### src/logic/replica_pkg.sv
package replica_pkg;

    ////////////////////////////////////////////////////////////////////////////
    // sizes.
    ////////////////////////////////////////////////////////////////////////////

    localparam int replica_num = 8;
    localparam int energy_w    = 16;
    localparam int label_w     = 8;
    localparam int dbeta_w     = 8;
    localparam int rng_w       = 16;
    localparam int slot_idx_w  = $clog2(replica_num);

    // k = (gap * dbeta) >> exp_shift.
    localparam int exp_shift   = 4;

    localparam logic [31:0] rng_seed = 32'h1f2e3d4c;

    ////////////////////////////////////////////////////////////////////////////
    // register map.
    ////////////////////////////////////////////////////////////////////////////

    localparam logic [7:0] reg_ctrl      = 8'h00;
    localparam logic [7:0] reg_dbeta     = 8'h04;
    localparam logic [7:0] reg_status    = 8'h08;
    localparam logic [7:0] reg_slot_base = 8'h40;

    ////////////////////////////////////////////////////////////////////////////
    // types.
    ////////////////////////////////////////////////////////////////////////////

    typedef struct packed {
        logic [label_w-1:0]         label;
        logic signed [energy_w-1:0] energy;
    } replica_data_t;

    typedef enum logic [1:0] {
        PH_EVEN,
        PH_ODD,
        PH_IDLE
    } phase_t;

    // per-node update choice.
    typedef enum logic [1:0] {
        NOP,
        SELF,
        PREV,
        FOLW
    } exch_cmd_t;

    typedef enum logic [2:0] {
        IDLE,
        LATCH,
        WAIT1,
        WAIT2,
        DECIDE,
        UPDATE
    } seq_state_t;

    typedef struct packed {
        phase_t phase;
        logic   exp_start;
        logic   decide;
        logic   update;
    } seq_ctrl_t;

endpackage

### src/logic/apb_regs.sv
`timescale 1ns/1ps

module apb_regs
    import replica_pkg::*;
(
    input  logic                   clk,
    input  logic                   rst,

    input  logic                   psel,
    input  logic                   penable,
    input  logic                   pwrite,
    input  logic [7:0]             paddr,
    input  logic [31:0]            pwdata,
    output logic [31:0]            prdata,
    output logic                   pready,
    output logic                   pslverr,

    input  logic                   busy,
    input  logic [7:0]             rounds_done,
    input  replica_data_t          slot_data [replica_num],

    output logic                   start,
    output logic [7:0]             round_count,
    output logic [dbeta_w-1:0]     dbeta,
    output logic [replica_num-1:0] load_en,
    output replica_data_t          load_data
);

    logic                  access;
    logic                  wr;
    logic                  hit_ctrl;
    logic                  hit_dbeta;
    logic                  hit_status;
    logic                  hit_slot;
    logic [7:0]            slot_off;
    logic [slot_idx_w-1:0] slot_idx;
    logic                  err;
    logic                  wr_ok;

    ////////////////////////////////////////////////////////////////////////////
    // decode.
    ////////////////////////////////////////////////////////////////////////////

    assign access     = psel && penable;
    assign wr         = access && pwrite;

    assign slot_off   = paddr - reg_slot_base;
    assign slot_idx   = slot_off[2 +: slot_idx_w];

    assign hit_ctrl   = paddr == reg_ctrl;
    assign hit_dbeta  = paddr == reg_dbeta;
    assign hit_status = paddr == reg_status;
    assign hit_slot   = paddr >= reg_slot_base && slot_off < 8'(4 * replica_num)
                     && paddr[1:0] == 2'b00;

    // unmapped, busy conflict or empty run.
    always_comb begin
        err = !(hit_ctrl || hit_dbeta || hit_status || hit_slot);
        if (pwrite && busy && (hit_ctrl || hit_slot)) begin
            err = 1'b1;
        end
        if (pwrite && hit_ctrl && pwdata[7:0] == 8'd0) begin
            err = 1'b1;
        end
    end

    assign pready  = 1'b1;
    assign pslverr = access && err;
    assign wr_ok   = wr && !err;

    ////////////////////////////////////////////////////////////////////////////
    // write side.
    ////////////////////////////////////////////////////////////////////////////

    always_ff @(posedge clk) begin
        if (rst) begin
            round_count <= '0;
            dbeta       <= '0;
        end else if (wr_ok) begin
            if (hit_ctrl) begin
                round_count <= pwdata[7:0];
            end
            if (hit_dbeta) begin
                dbeta <= pwdata[dbeta_w-1:0];
            end
        end
    end

    assign start     = wr_ok && hit_ctrl;
    assign load_data = replica_data_t'(pwdata[label_w+energy_w-1:0]);

    always_comb begin
        load_en = '0;
        if (wr_ok && hit_slot) begin
            load_en[slot_idx] = 1'b1;
        end
    end

    // read mux.
    always_comb begin
        prdata = '0;
        if (hit_ctrl) begin
            prdata[7:0] = round_count;
        end else if (hit_dbeta) begin
            prdata[dbeta_w-1:0] = dbeta;
        end else if (hit_status) begin
            prdata[15:8] = rounds_done;
            prdata[0]    = busy;
        end else if (hit_slot) begin
            prdata[label_w+energy_w-1:0] = slot_data[slot_idx];
        end
    end

    a_start_busy: assert property (@(posedge clk) disable iff (rst) start |=> busy);

endmodule

### src/logic/exchange_sequencer.sv
`timescale 1ns/1ps

module exchange_sequencer
    import replica_pkg::*;
(
    input  logic       clk,
    input  logic       rst,

    input  logic       start,
    input  logic [7:0] round_count,

    output seq_ctrl_t  seq,
    output logic       busy,
    output logic [7:0] rounds_done
);

    seq_state_t state;
    phase_t     phase;

    always_ff @(posedge clk) begin
        if (rst) begin
            state       <= IDLE;
            phase       <= PH_IDLE;
            rounds_done <= '0;
        end else begin
            case (state)
                IDLE: begin
                    if (start) begin
                        state       <= LATCH;
                        phase       <= PH_EVEN;
                        rounds_done <= '0;
                    end
                end
                LATCH:  state <= WAIT1;
                WAIT1:  state <= WAIT2;
                WAIT2:  state <= DECIDE;
                DECIDE: state <= UPDATE;
                UPDATE: begin
                    rounds_done <= rounds_done + 8'd1;
                    if (rounds_done + 8'd1 == round_count) begin
                        state <= IDLE;
                        phase <= PH_IDLE;
                    end else begin
                        state <= LATCH;
                        phase <= (phase == PH_EVEN) ? PH_ODD : PH_EVEN;
                    end
                end
                default: state <= IDLE;
            endcase
        end
    end

    ////////////////////////////////////////////////////////////////////////////
    // strobes to the replica chain.
    ////////////////////////////////////////////////////////////////////////////

    always_comb begin
        seq.phase     = phase;
        seq.exp_start = state == LATCH;
        seq.decide    = state == DECIDE;
        seq.update    = state == UPDATE;
    end

    assign busy = state != IDLE;

    // register block must hold off starts during a run.
    a_start_idle: assert property (
        @(posedge clk) disable iff (rst) start |-> state == IDLE
    );

endmodule

### src/logic/exp_approx.sv
`timescale 1ns/1ps

module exp_approx
    import replica_pkg::*;
(
    input  logic                clk,
    input  logic                rst,

    input  logic                valid,
    input  logic [energy_w-1:0] gap,
    input  logic [dbeta_w-1:0]  dbeta,

    output logic                valid_out,
    output logic [rng_w-1:0]    threshold
);

    logic [energy_w+dbeta_w-1:0] prod;
    logic                        valid_d1;

    // stage 1 registers the scaled energy gap.
    always_ff @(posedge clk) begin
        if (valid) begin
            prod <= gap * dbeta;
        end
    end

    // stage 2 saturates k at 16 for a zero threshold.
    always_ff @(posedge clk) begin
        if (valid_d1) begin
            if (prod[energy_w+dbeta_w-1:exp_shift+4] != '0) begin
                threshold <= '0;
            end else begin
                threshold <= {rng_w{1'b1}} >> prod[exp_shift+3:exp_shift];
            end
        end
    end

    always_ff @(posedge clk) begin
        if (rst) begin
            valid_d1  <= 1'b0;
            valid_out <= 1'b0;
        end else begin
            valid_d1  <= valid;
            valid_out <= valid_d1;
        end
    end

    // fixed two-cycle latency.
    a_latency: assert property (
        @(posedge clk) disable iff (rst) valid_out == $past(valid, 2)
    );

endmodule

### src/logic/lfsr_rng.sv
`timescale 1ns/1ps

module lfsr_rng
    import replica_pkg::*;
#(
    parameter logic [31:0] seed = rng_seed
) (
    input  logic             clk,
    input  logic             rst,

    input  logic             step,
    output logic [rng_w-1:0] value
);

    logic [31:0] state;
    logic [31:0] x1;
    logic [31:0] x2;
    logic [31:0] x3;

    // xorshift32 with shifts 13, 17 and 5.
    assign x1 = state ^ (state << 13);
    assign x2 = x1 ^ (x1 >> 17);
    assign x3 = x2 ^ (x2 << 5);

    always_ff @(posedge clk) begin
        if (rst) begin
            state <= seed;
        end else if (step) begin
            state <= x3;
        end
    end

    assign value = state[rng_w-1:0];

    a_nonzero: assert property (@(posedge clk) disable iff (rst) state != '0);

endmodule

### src/logic/replica.sv
`timescale 1ns/1ps

module replica
    import replica_pkg::*;
#(
    parameter int id = 0
) (
    input  logic               clk,
    input  logic               rst,

    input  seq_ctrl_t          seq,
    input  logic [dbeta_w-1:0] dbeta,

    input  logic               load_en,
    input  replica_data_t      load_data,

    input  replica_data_t      prev_data,
    input  replica_data_t      folw_data,
    input  logic               folw_exchange,

    output replica_data_t      out_data,
    output logic               out_exchange
);

    replica_data_t            prev_q;
    replica_data_t            folw_q;
    logic                     exp_valid;
    logic                     thr_valid;
    logic [rng_w-1:0]         threshold;
    logic [rng_w-1:0]         rng_value;
    logic signed [energy_w:0] delta;
    logic signed [energy_w:0] neg_delta;
    logic                     is_upper;
    logic                     is_lower;
    logic                     test;
    exch_cmd_t                cmd;

    // neighbour snapshot for this round.
    always_ff @(posedge clk) begin
        if (seq.exp_start) begin
            prev_q <= prev_data;
            folw_q <= folw_data;
        end
    end

    always_ff @(posedge clk) begin
        if (rst) begin
            exp_valid <= 1'b0;
        end else begin
            exp_valid <= seq.exp_start;
        end
    end

    // delta = e(i) - e(i+1) with this node as i+1.
    assign delta     = $signed({prev_q.energy[energy_w-1], prev_q.energy})
                     - $signed({out_data.energy[energy_w-1], out_data.energy});
    assign neg_delta = -delta;

    exp_approx u_exp (
        .clk       ( clk                      ),
        .rst       ( rst                      ),
        .valid     ( exp_valid                ),
        .gap       ( neg_delta[energy_w-1:0]  ),
        .dbeta     ( dbeta                    ),
        .valid_out ( thr_valid                ),
        .threshold ( threshold                )
    );

    lfsr_rng #(
        .seed ( rng_seed ^ 32'(id) )
    ) u_rng (
        .clk   ( clk           ),
        .rst   ( rst           ),
        .step  ( seq.exp_start ),
        .value ( rng_value     )
    );

    // role in the current phase.
    always_comb begin
        is_upper = 1'b0;
        is_lower = 1'b0;
        case (seq.phase)
            PH_EVEN: begin
                is_upper = (id % 2) == 1;
                is_lower = (id % 2) == 0 && id < replica_num - 1;
            end
            PH_ODD: begin
                is_upper = (id % 2) == 0 && id > 0;
                is_lower = (id % 2) == 1 && id < replica_num - 1;
            end
            default: ;
        endcase
    end

    always_ff @(posedge clk) begin
        if (rst) begin
            test <= 1'b0;
        end else if (seq.decide) begin
            test <= is_upper && (!delta[energy_w] || rng_value < threshold);
        end
    end

    assign out_exchange = test;

    always_comb begin
        if (!seq.update) begin
            cmd = NOP;
        end else if (is_upper && test) begin
            cmd = PREV;
        end else if (is_lower && folw_exchange) begin
            cmd = FOLW;
        end else begin
            cmd = SELF;
        end
    end

    always_ff @(posedge clk) begin
        if (rst) begin
            out_data <= '0;
        end else if (load_en) begin
            out_data <= load_data;
        end else begin
            case (cmd)
                PREV:    out_data <= prev_q;
                FOLW:    out_data <= folw_q;
                default: ;
            endcase
        end
    end

    a_no_load_on_update: assert property (
        @(posedge clk) disable iff (rst) seq.update |-> !load_en
    );

    // sequencer timing must line up with the exponent pipeline.
    a_thr_ready: assert property (
        @(posedge clk) disable iff (rst) seq.decide |-> thr_valid
    );

endmodule

### src/logic/replica_exchange_top.sv
`timescale 1ns/1ps

module replica_exchange_top
    import replica_pkg::*;
(
    input  logic        clk,
    input  logic        rst,

    input  logic        psel,
    input  logic        penable,
    input  logic        pwrite,
    input  logic [7:0]  paddr,
    input  logic [31:0] pwdata,
    output logic [31:0] prdata,
    output logic        pready,
    output logic        pslverr
);

    logic                   start;
    logic [7:0]             round_count;
    logic [dbeta_w-1:0]     dbeta;
    logic [replica_num-1:0] load_en;
    replica_data_t          load_data;
    seq_ctrl_t              seq;
    logic                   busy;
    logic [7:0]             rounds_done;
    replica_data_t          node_data [replica_num];
    logic [replica_num-1:0] node_exchange;

    apb_regs u_regs (
        .clk         ( clk         ),
        .rst         ( rst         ),
        .psel        ( psel        ),
        .penable     ( penable     ),
        .pwrite      ( pwrite      ),
        .paddr       ( paddr       ),
        .pwdata      ( pwdata      ),
        .prdata      ( prdata      ),
        .pready      ( pready      ),
        .pslverr     ( pslverr     ),
        .busy        ( busy        ),
        .rounds_done ( rounds_done ),
        .slot_data   ( node_data   ),
        .start       ( start       ),
        .round_count ( round_count ),
        .dbeta       ( dbeta       ),
        .load_en     ( load_en     ),
        .load_data   ( load_data   )
    );

    exchange_sequencer u_seq (
        .clk         ( clk         ),
        .rst         ( rst         ),
        .start       ( start       ),
        .round_count ( round_count ),
        .seq         ( seq         ),
        .busy        ( busy        ),
        .rounds_done ( rounds_done )
    );

    ////////////////////////////////////////////////////////////////////////////
    // replica chain with slot 0 coldest.
    ////////////////////////////////////////////////////////////////////////////

    for (genvar n = 0; n < replica_num; n++) begin : g_node
        replica_data_t prev_data;
        replica_data_t folw_data;
        logic          folw_exchange;

        // end nodes never select the missing side.
        if (n == 0) begin : g_first
            assign prev_data = '0;
        end else begin : g_prev
            assign prev_data = node_data[n-1];
        end

        if (n == replica_num - 1) begin : g_last
            assign folw_data     = '0;
            assign folw_exchange = 1'b0;
        end else begin : g_folw
            assign folw_data     = node_data[n+1];
            assign folw_exchange = node_exchange[n+1];
        end

        replica #(
            .id ( n )
        ) u_replica (
            .clk           ( clk              ),
            .rst           ( rst              ),
            .seq           ( seq              ),
            .dbeta         ( dbeta            ),
            .load_en       ( load_en[n]       ),
            .load_data     ( load_data        ),
            .prev_data     ( prev_data        ),
            .folw_data     ( folw_data        ),
            .folw_exchange ( folw_exchange    ),
            .out_data      ( node_data[n]     ),
            .out_exchange  ( node_exchange[n] )
        );
    end

endmodule

### config.mk
export PLATFORM = sky130hd
export DESIGN_NAME = replica_exchange_top
export DESIGN_NICKNAME = d
export VERILOG_FILES = /design/src/logic/replica_pkg.sv /design/src/logic/apb_regs.sv /design/src/logic/exchange_sequencer.sv /design/src/logic/exp_approx.sv /design/src/logic/lfsr_rng.sv /design/src/logic/replica.sv /design/src/logic/replica_exchange_top.sv
export SDC_FILE = /design/constraint.sdc
export NUM_CORES = 2
export LEC_CHECK = 0
export BUFFER_PORTS_ARGS = -buffer_cell sky130_fd_sc_hd__buf_2
export CORE_UTILIZATION = 69
export CTS_BUF_LIST = sky130_fd_sc_hd__clkbuf_8
export DETAILED_ROUTE_END_ITERATION = 8
export PLACE_DENSITY = 0.83
export SETUP_SLACK_MARGIN = 0.1
export SYNTH_ARGS = -nofsm -noshare
export SYNTH_HDL_FRONTEND = slang
export SYNTH_SLANG_ARGS = --single-unit
### constraint.sdc
create_clock -name clk -period 16.4 [get_ports clk]
set_input_delay 0.82 -clock clk [delete_from_list [all_inputs] [get_ports clk]]
set_output_delay 0.82 -clock clk [all_outputs]
set_load 0.05 [all_outputs]
==> metrics.csv <==
stage,metric,value,unit
run_status,status,"finished, final reports clean",
clock_tree,clk slew on worst S/H paths,0.07,ns
synth,Yosys reg bits,898,
clock_tree,root buf cell,clkbuf_8,
synth,Yosys warning count,0,
drt,drt first-iter violations,6076,
synth,Post-synth top cells,"898 x inv_1, 622 x nand2_1, 595 x fa_1, 563 x and2_1, 512 x ha_1",
die,Core Box Area,110700,µm²
worst_setup_path,Worst Path Arrival,9.34,ns
die,floorplan row count,122,
synth,"Top FF cell, synth",dfxtp_1,
worst_setup_path,Slowest cell on crit path,xnor2_1,
drt,WL per Instance,20.77,µm
clock_tree,H-tree level count,4,
worst_hold_path,HP Class,input pin to flop,
timing,final worst slack,7.643,ns
synth,Synth top area share,17.30,%
final_layout,Final nets,9281,
global_route,first-pass GRT wire length,323900,µm
clock_tree,Post-CTS Setup Bufs,0,
synth,"count leader, synth",inv_1,
place,DP HPWL,143800,µm
timing,final slew viol count,0,
clock_tree,clock sinks,898,
timing,Final TNS setup,0,ns
drt,post-route ant nets,0,
die,Die Y,336.2,µm
timing,fin crit share,53.40,%
worst_setup_path,"Max FO, Critical Path",8,
global_route,total grt overflow,0,
clock_tree,CTS Hold Bufs,0,
synth,Syn Area/Cell,9.340,µm²
synth,top post-synthesis cells by area,"edfxtp_1 17%, fa_1 15%, dfxtp_1 12%",
timing,worst hold slack,0.2547,ns
die,DIE AREA,113100,µm²
drt,router iterations before antenna repair,6,
drt,DRC Markers,0,
timing,minimum clock period,8.757,ns
worst_setup_path,Critical Path Max Stage Delay,0.76,ns
place,DP Area,78240,µm²
worst_setup_path,CP endpoint kind,flop,
final_layout,layout cells sized above 1,6.791,%
timing,f_max,114.2,MHz
place,Setup WS pre-CTS,7.969,ns
worst_setup_path,Worst Path Required,16.99,ns
pwr,VDD IR max,97.30,µV
drt,Via density,6.259,
global_route,number of antenna violations at the first check in global routing,13,
global_route,largest net degree at the start of global routing,216,
synth,"EDFF count, synth",444,
place,Port Buf Inserts,61,
worst_setup_path,"most used cell, CP",fa_1,
timing,RSZ-0062 raised after global routing,false,
die,I/O pin total,79,
final_layout,design area,81560,µm²
die,initial core utilization,69.65,%
place,routability cong.,1.034,
final_layout,fillcell total,7864,
timing,Slew HR,16.37,%
pwr,PwrDens,81.32,nW/µm²
synth,"Seq/Total Area, Yosys",29.09,%
clock_tree,clk buf depth,3,
synth,mapped cell area,77080,µm²
clock_tree,CTS Buf Count,154,
synth,count of cell types in the netlist,98,
drt,DR vias,61060,
die,Die X-Extent,336.2,µm
clock_tree,number of gates resized after cts,0,
global_route,vias in the first global route,61200,
synth,Mapped Cells,8253,
timing,Hold Fails Final Rpt,0,
timing,Worst Tran Pin Value,1.247,ns
pwr,leakage,35.08,nW
global_route,overall routing resource usage,36.32,%
clock_tree,clock latency at the later pin of the worst-skew pair,0.90,ns
clock_tree,CTS tree,built,
worst_setup_path,Setup CP Type,flop to flop,
timing,# setup viols final,0,
flow_run,number of max-cap violations,0,
synth,cell taking the most area after synthesis,edfxtp_1,
synth,fraction of registers with async set/reset,0,%
worst_setup_path,crit start category,flop,
timing,Clock Skews,0.08273,ns
final_layout,synthesis-to-finish area growth,5.814,%
drt,DRT Wirelength,202600,µm
## logic make-up after synthesis
group                    Yosys count  share of synthesized area (%)
flip-flops                       898                          29.09
AND/OR/NAND/NOR                 2613                          17.72
other                              2                       0.009743
adder cells (fa/ha/maj)         1107                          23.76
AO/OA/AOI/OAI                   1457                          12.01
multiplexers                     140                          2.599
buffers and inverters           1296                          6.373
XOR/XNOR                         740                          8.438
## cell usage in the layout (no fill, tap or decap), types with 33 or more instances in the layout
cell type	synthesis	final
a211oi_1	79	79
a21o_1	85	85
a21oi_1	404	404
a311oi_1	33	33
a31oi_1	81	81
a41oi_1	37	37
and2_1	563	562
and3_1	53	52
buf_2	11	58
buf_4	9	51
clkbuf_8	0	172
dfxtp_1	454	444
edfxtp_1	444	444
fa_1	595	595
ha_1	512	512
inv_1	898	948
mux2i_1	91	91
mux4_2	48	48
nand2_1	622	619
nand2b_1	68	67
nand3_1	112	112
nor2_1	470	466
nor2b_1	168	168
nor3_1	194	192
nor4_1	42	42
o21a_1	61	61
o21ai_0	371	371
o21bai_1	35	35
o22ai_1	33	33
or3_1	105	105
or3b_2	93	93
xnor2_1	487	487
xor2_1	250	250
## metal layers
metal / GRT usage, % / vias up / wire length [µm]
met5: 0.1277 / - / 74
met3: 8.702 / 729 / 21690
met1: 45.46 / 29590 / 76610
met4: 19.77 / 10 / 11870
li1: - / 27680 / -
met2: 58.12 / 3058 / 92370
## power breakdown
group / switching (W) / internal (W) / leakage, nW
Combinational: 0.00104 / 0.000624 / 25.6
Clock: 0.00103 / 0.00117 / 1.89
Sequential: 0.000213 / 0.00255 / 7.63
Total: 0.00229 / 0.00434 / 35.1
## sequential cells by signal (all words and copies together), names as in the netlist, 2 cells and up
| name | cells |
|---|---|
| g_node.u_replica.u_rng.state | 224 |
| g_node.u_replica.out_data | 192 |
| g_node.u_replica.u_exp.prod | 140 |
| g_node.u_replica.folw_q | 120 |
| g_node.u_replica.u_exp.threshold | 112 |
| g_node.u_replica.prev_q | 72 |
| u_regs.dbeta | 8 |
| u_regs.round_count | 8 |
| u_seq.rounds_done | 8 |
| g_node.u_replica.out_exchange | 7 |
| u_seq.state | 3 |
| u_seq.phase | 2 |
## layout make-up
| class | instances | area, µm² | share of cell area (%) |
|---|---|---|---|
| Tap cell | 1488 | 1862 | 2.283 |
| Timing Repair Buffer | 111 | 708.2 | 0.8683 |
| Inverter | 898 | 3378 | 4.142 |
| Sequential cell | 898 | 22460 | 27.54 |
| Clock buffer | 172 | 2367 | 2.902 |
| Clock inverter | 116 | 942.2 | 1.155 |
| Multi-Input combinational cell | 6066 | 49830 | 61.09 |
| Antenna cell | 6 | 15.01 | 0.01841 |
## worst paths after layout
| check | from | to | slack [ns] | cells past startpoint |
|---|---|---|---|---|
| setup / recovery | g_node[1].u_replica.folw_q[0] | g_node[3].u_replica.u_exp.prod[23] | 7.64 | 29 |
| hold / removal | pwdata[20] | g_node[6].u_replica.out_data[20] | 0.25 | 3 |
| setup reg to reg | g_node[1].u_replica.folw_q[0] | g_node[3].u_replica.u_exp.prod[23] | 7.64 | 29 |
| hold reg to reg | g_node[7].u_replica.out_data[20] | g_node[6].u_replica.folw_q[20] | 0.45 | 0 |
## metrics by stage
step	std cells	power [W]	utilization (%)
CTS	9749	0.006608	73.69
global route	9752	0.006909	73.69
global placement	9461	0.004360	70.70
floorplan	8260	0.004005	-
detailed placement	9461	0.004425	70.70
finish	9755	0.006633	73.70
## worst max-delay path, delay by kind of cell, from the launching register on
family                   cells  cell delay (ns)
AO/OA/AOI/OAI               10             2.41
XOR/XNOR                     3             1.56
adder cells (fa/ha/maj)      7             2.85
buffers and inverters        3             0.16
flip-flops                   1             0.40
AND/OR/NAND/NOR              6             1.08
(Power assumes the default switching activity.)
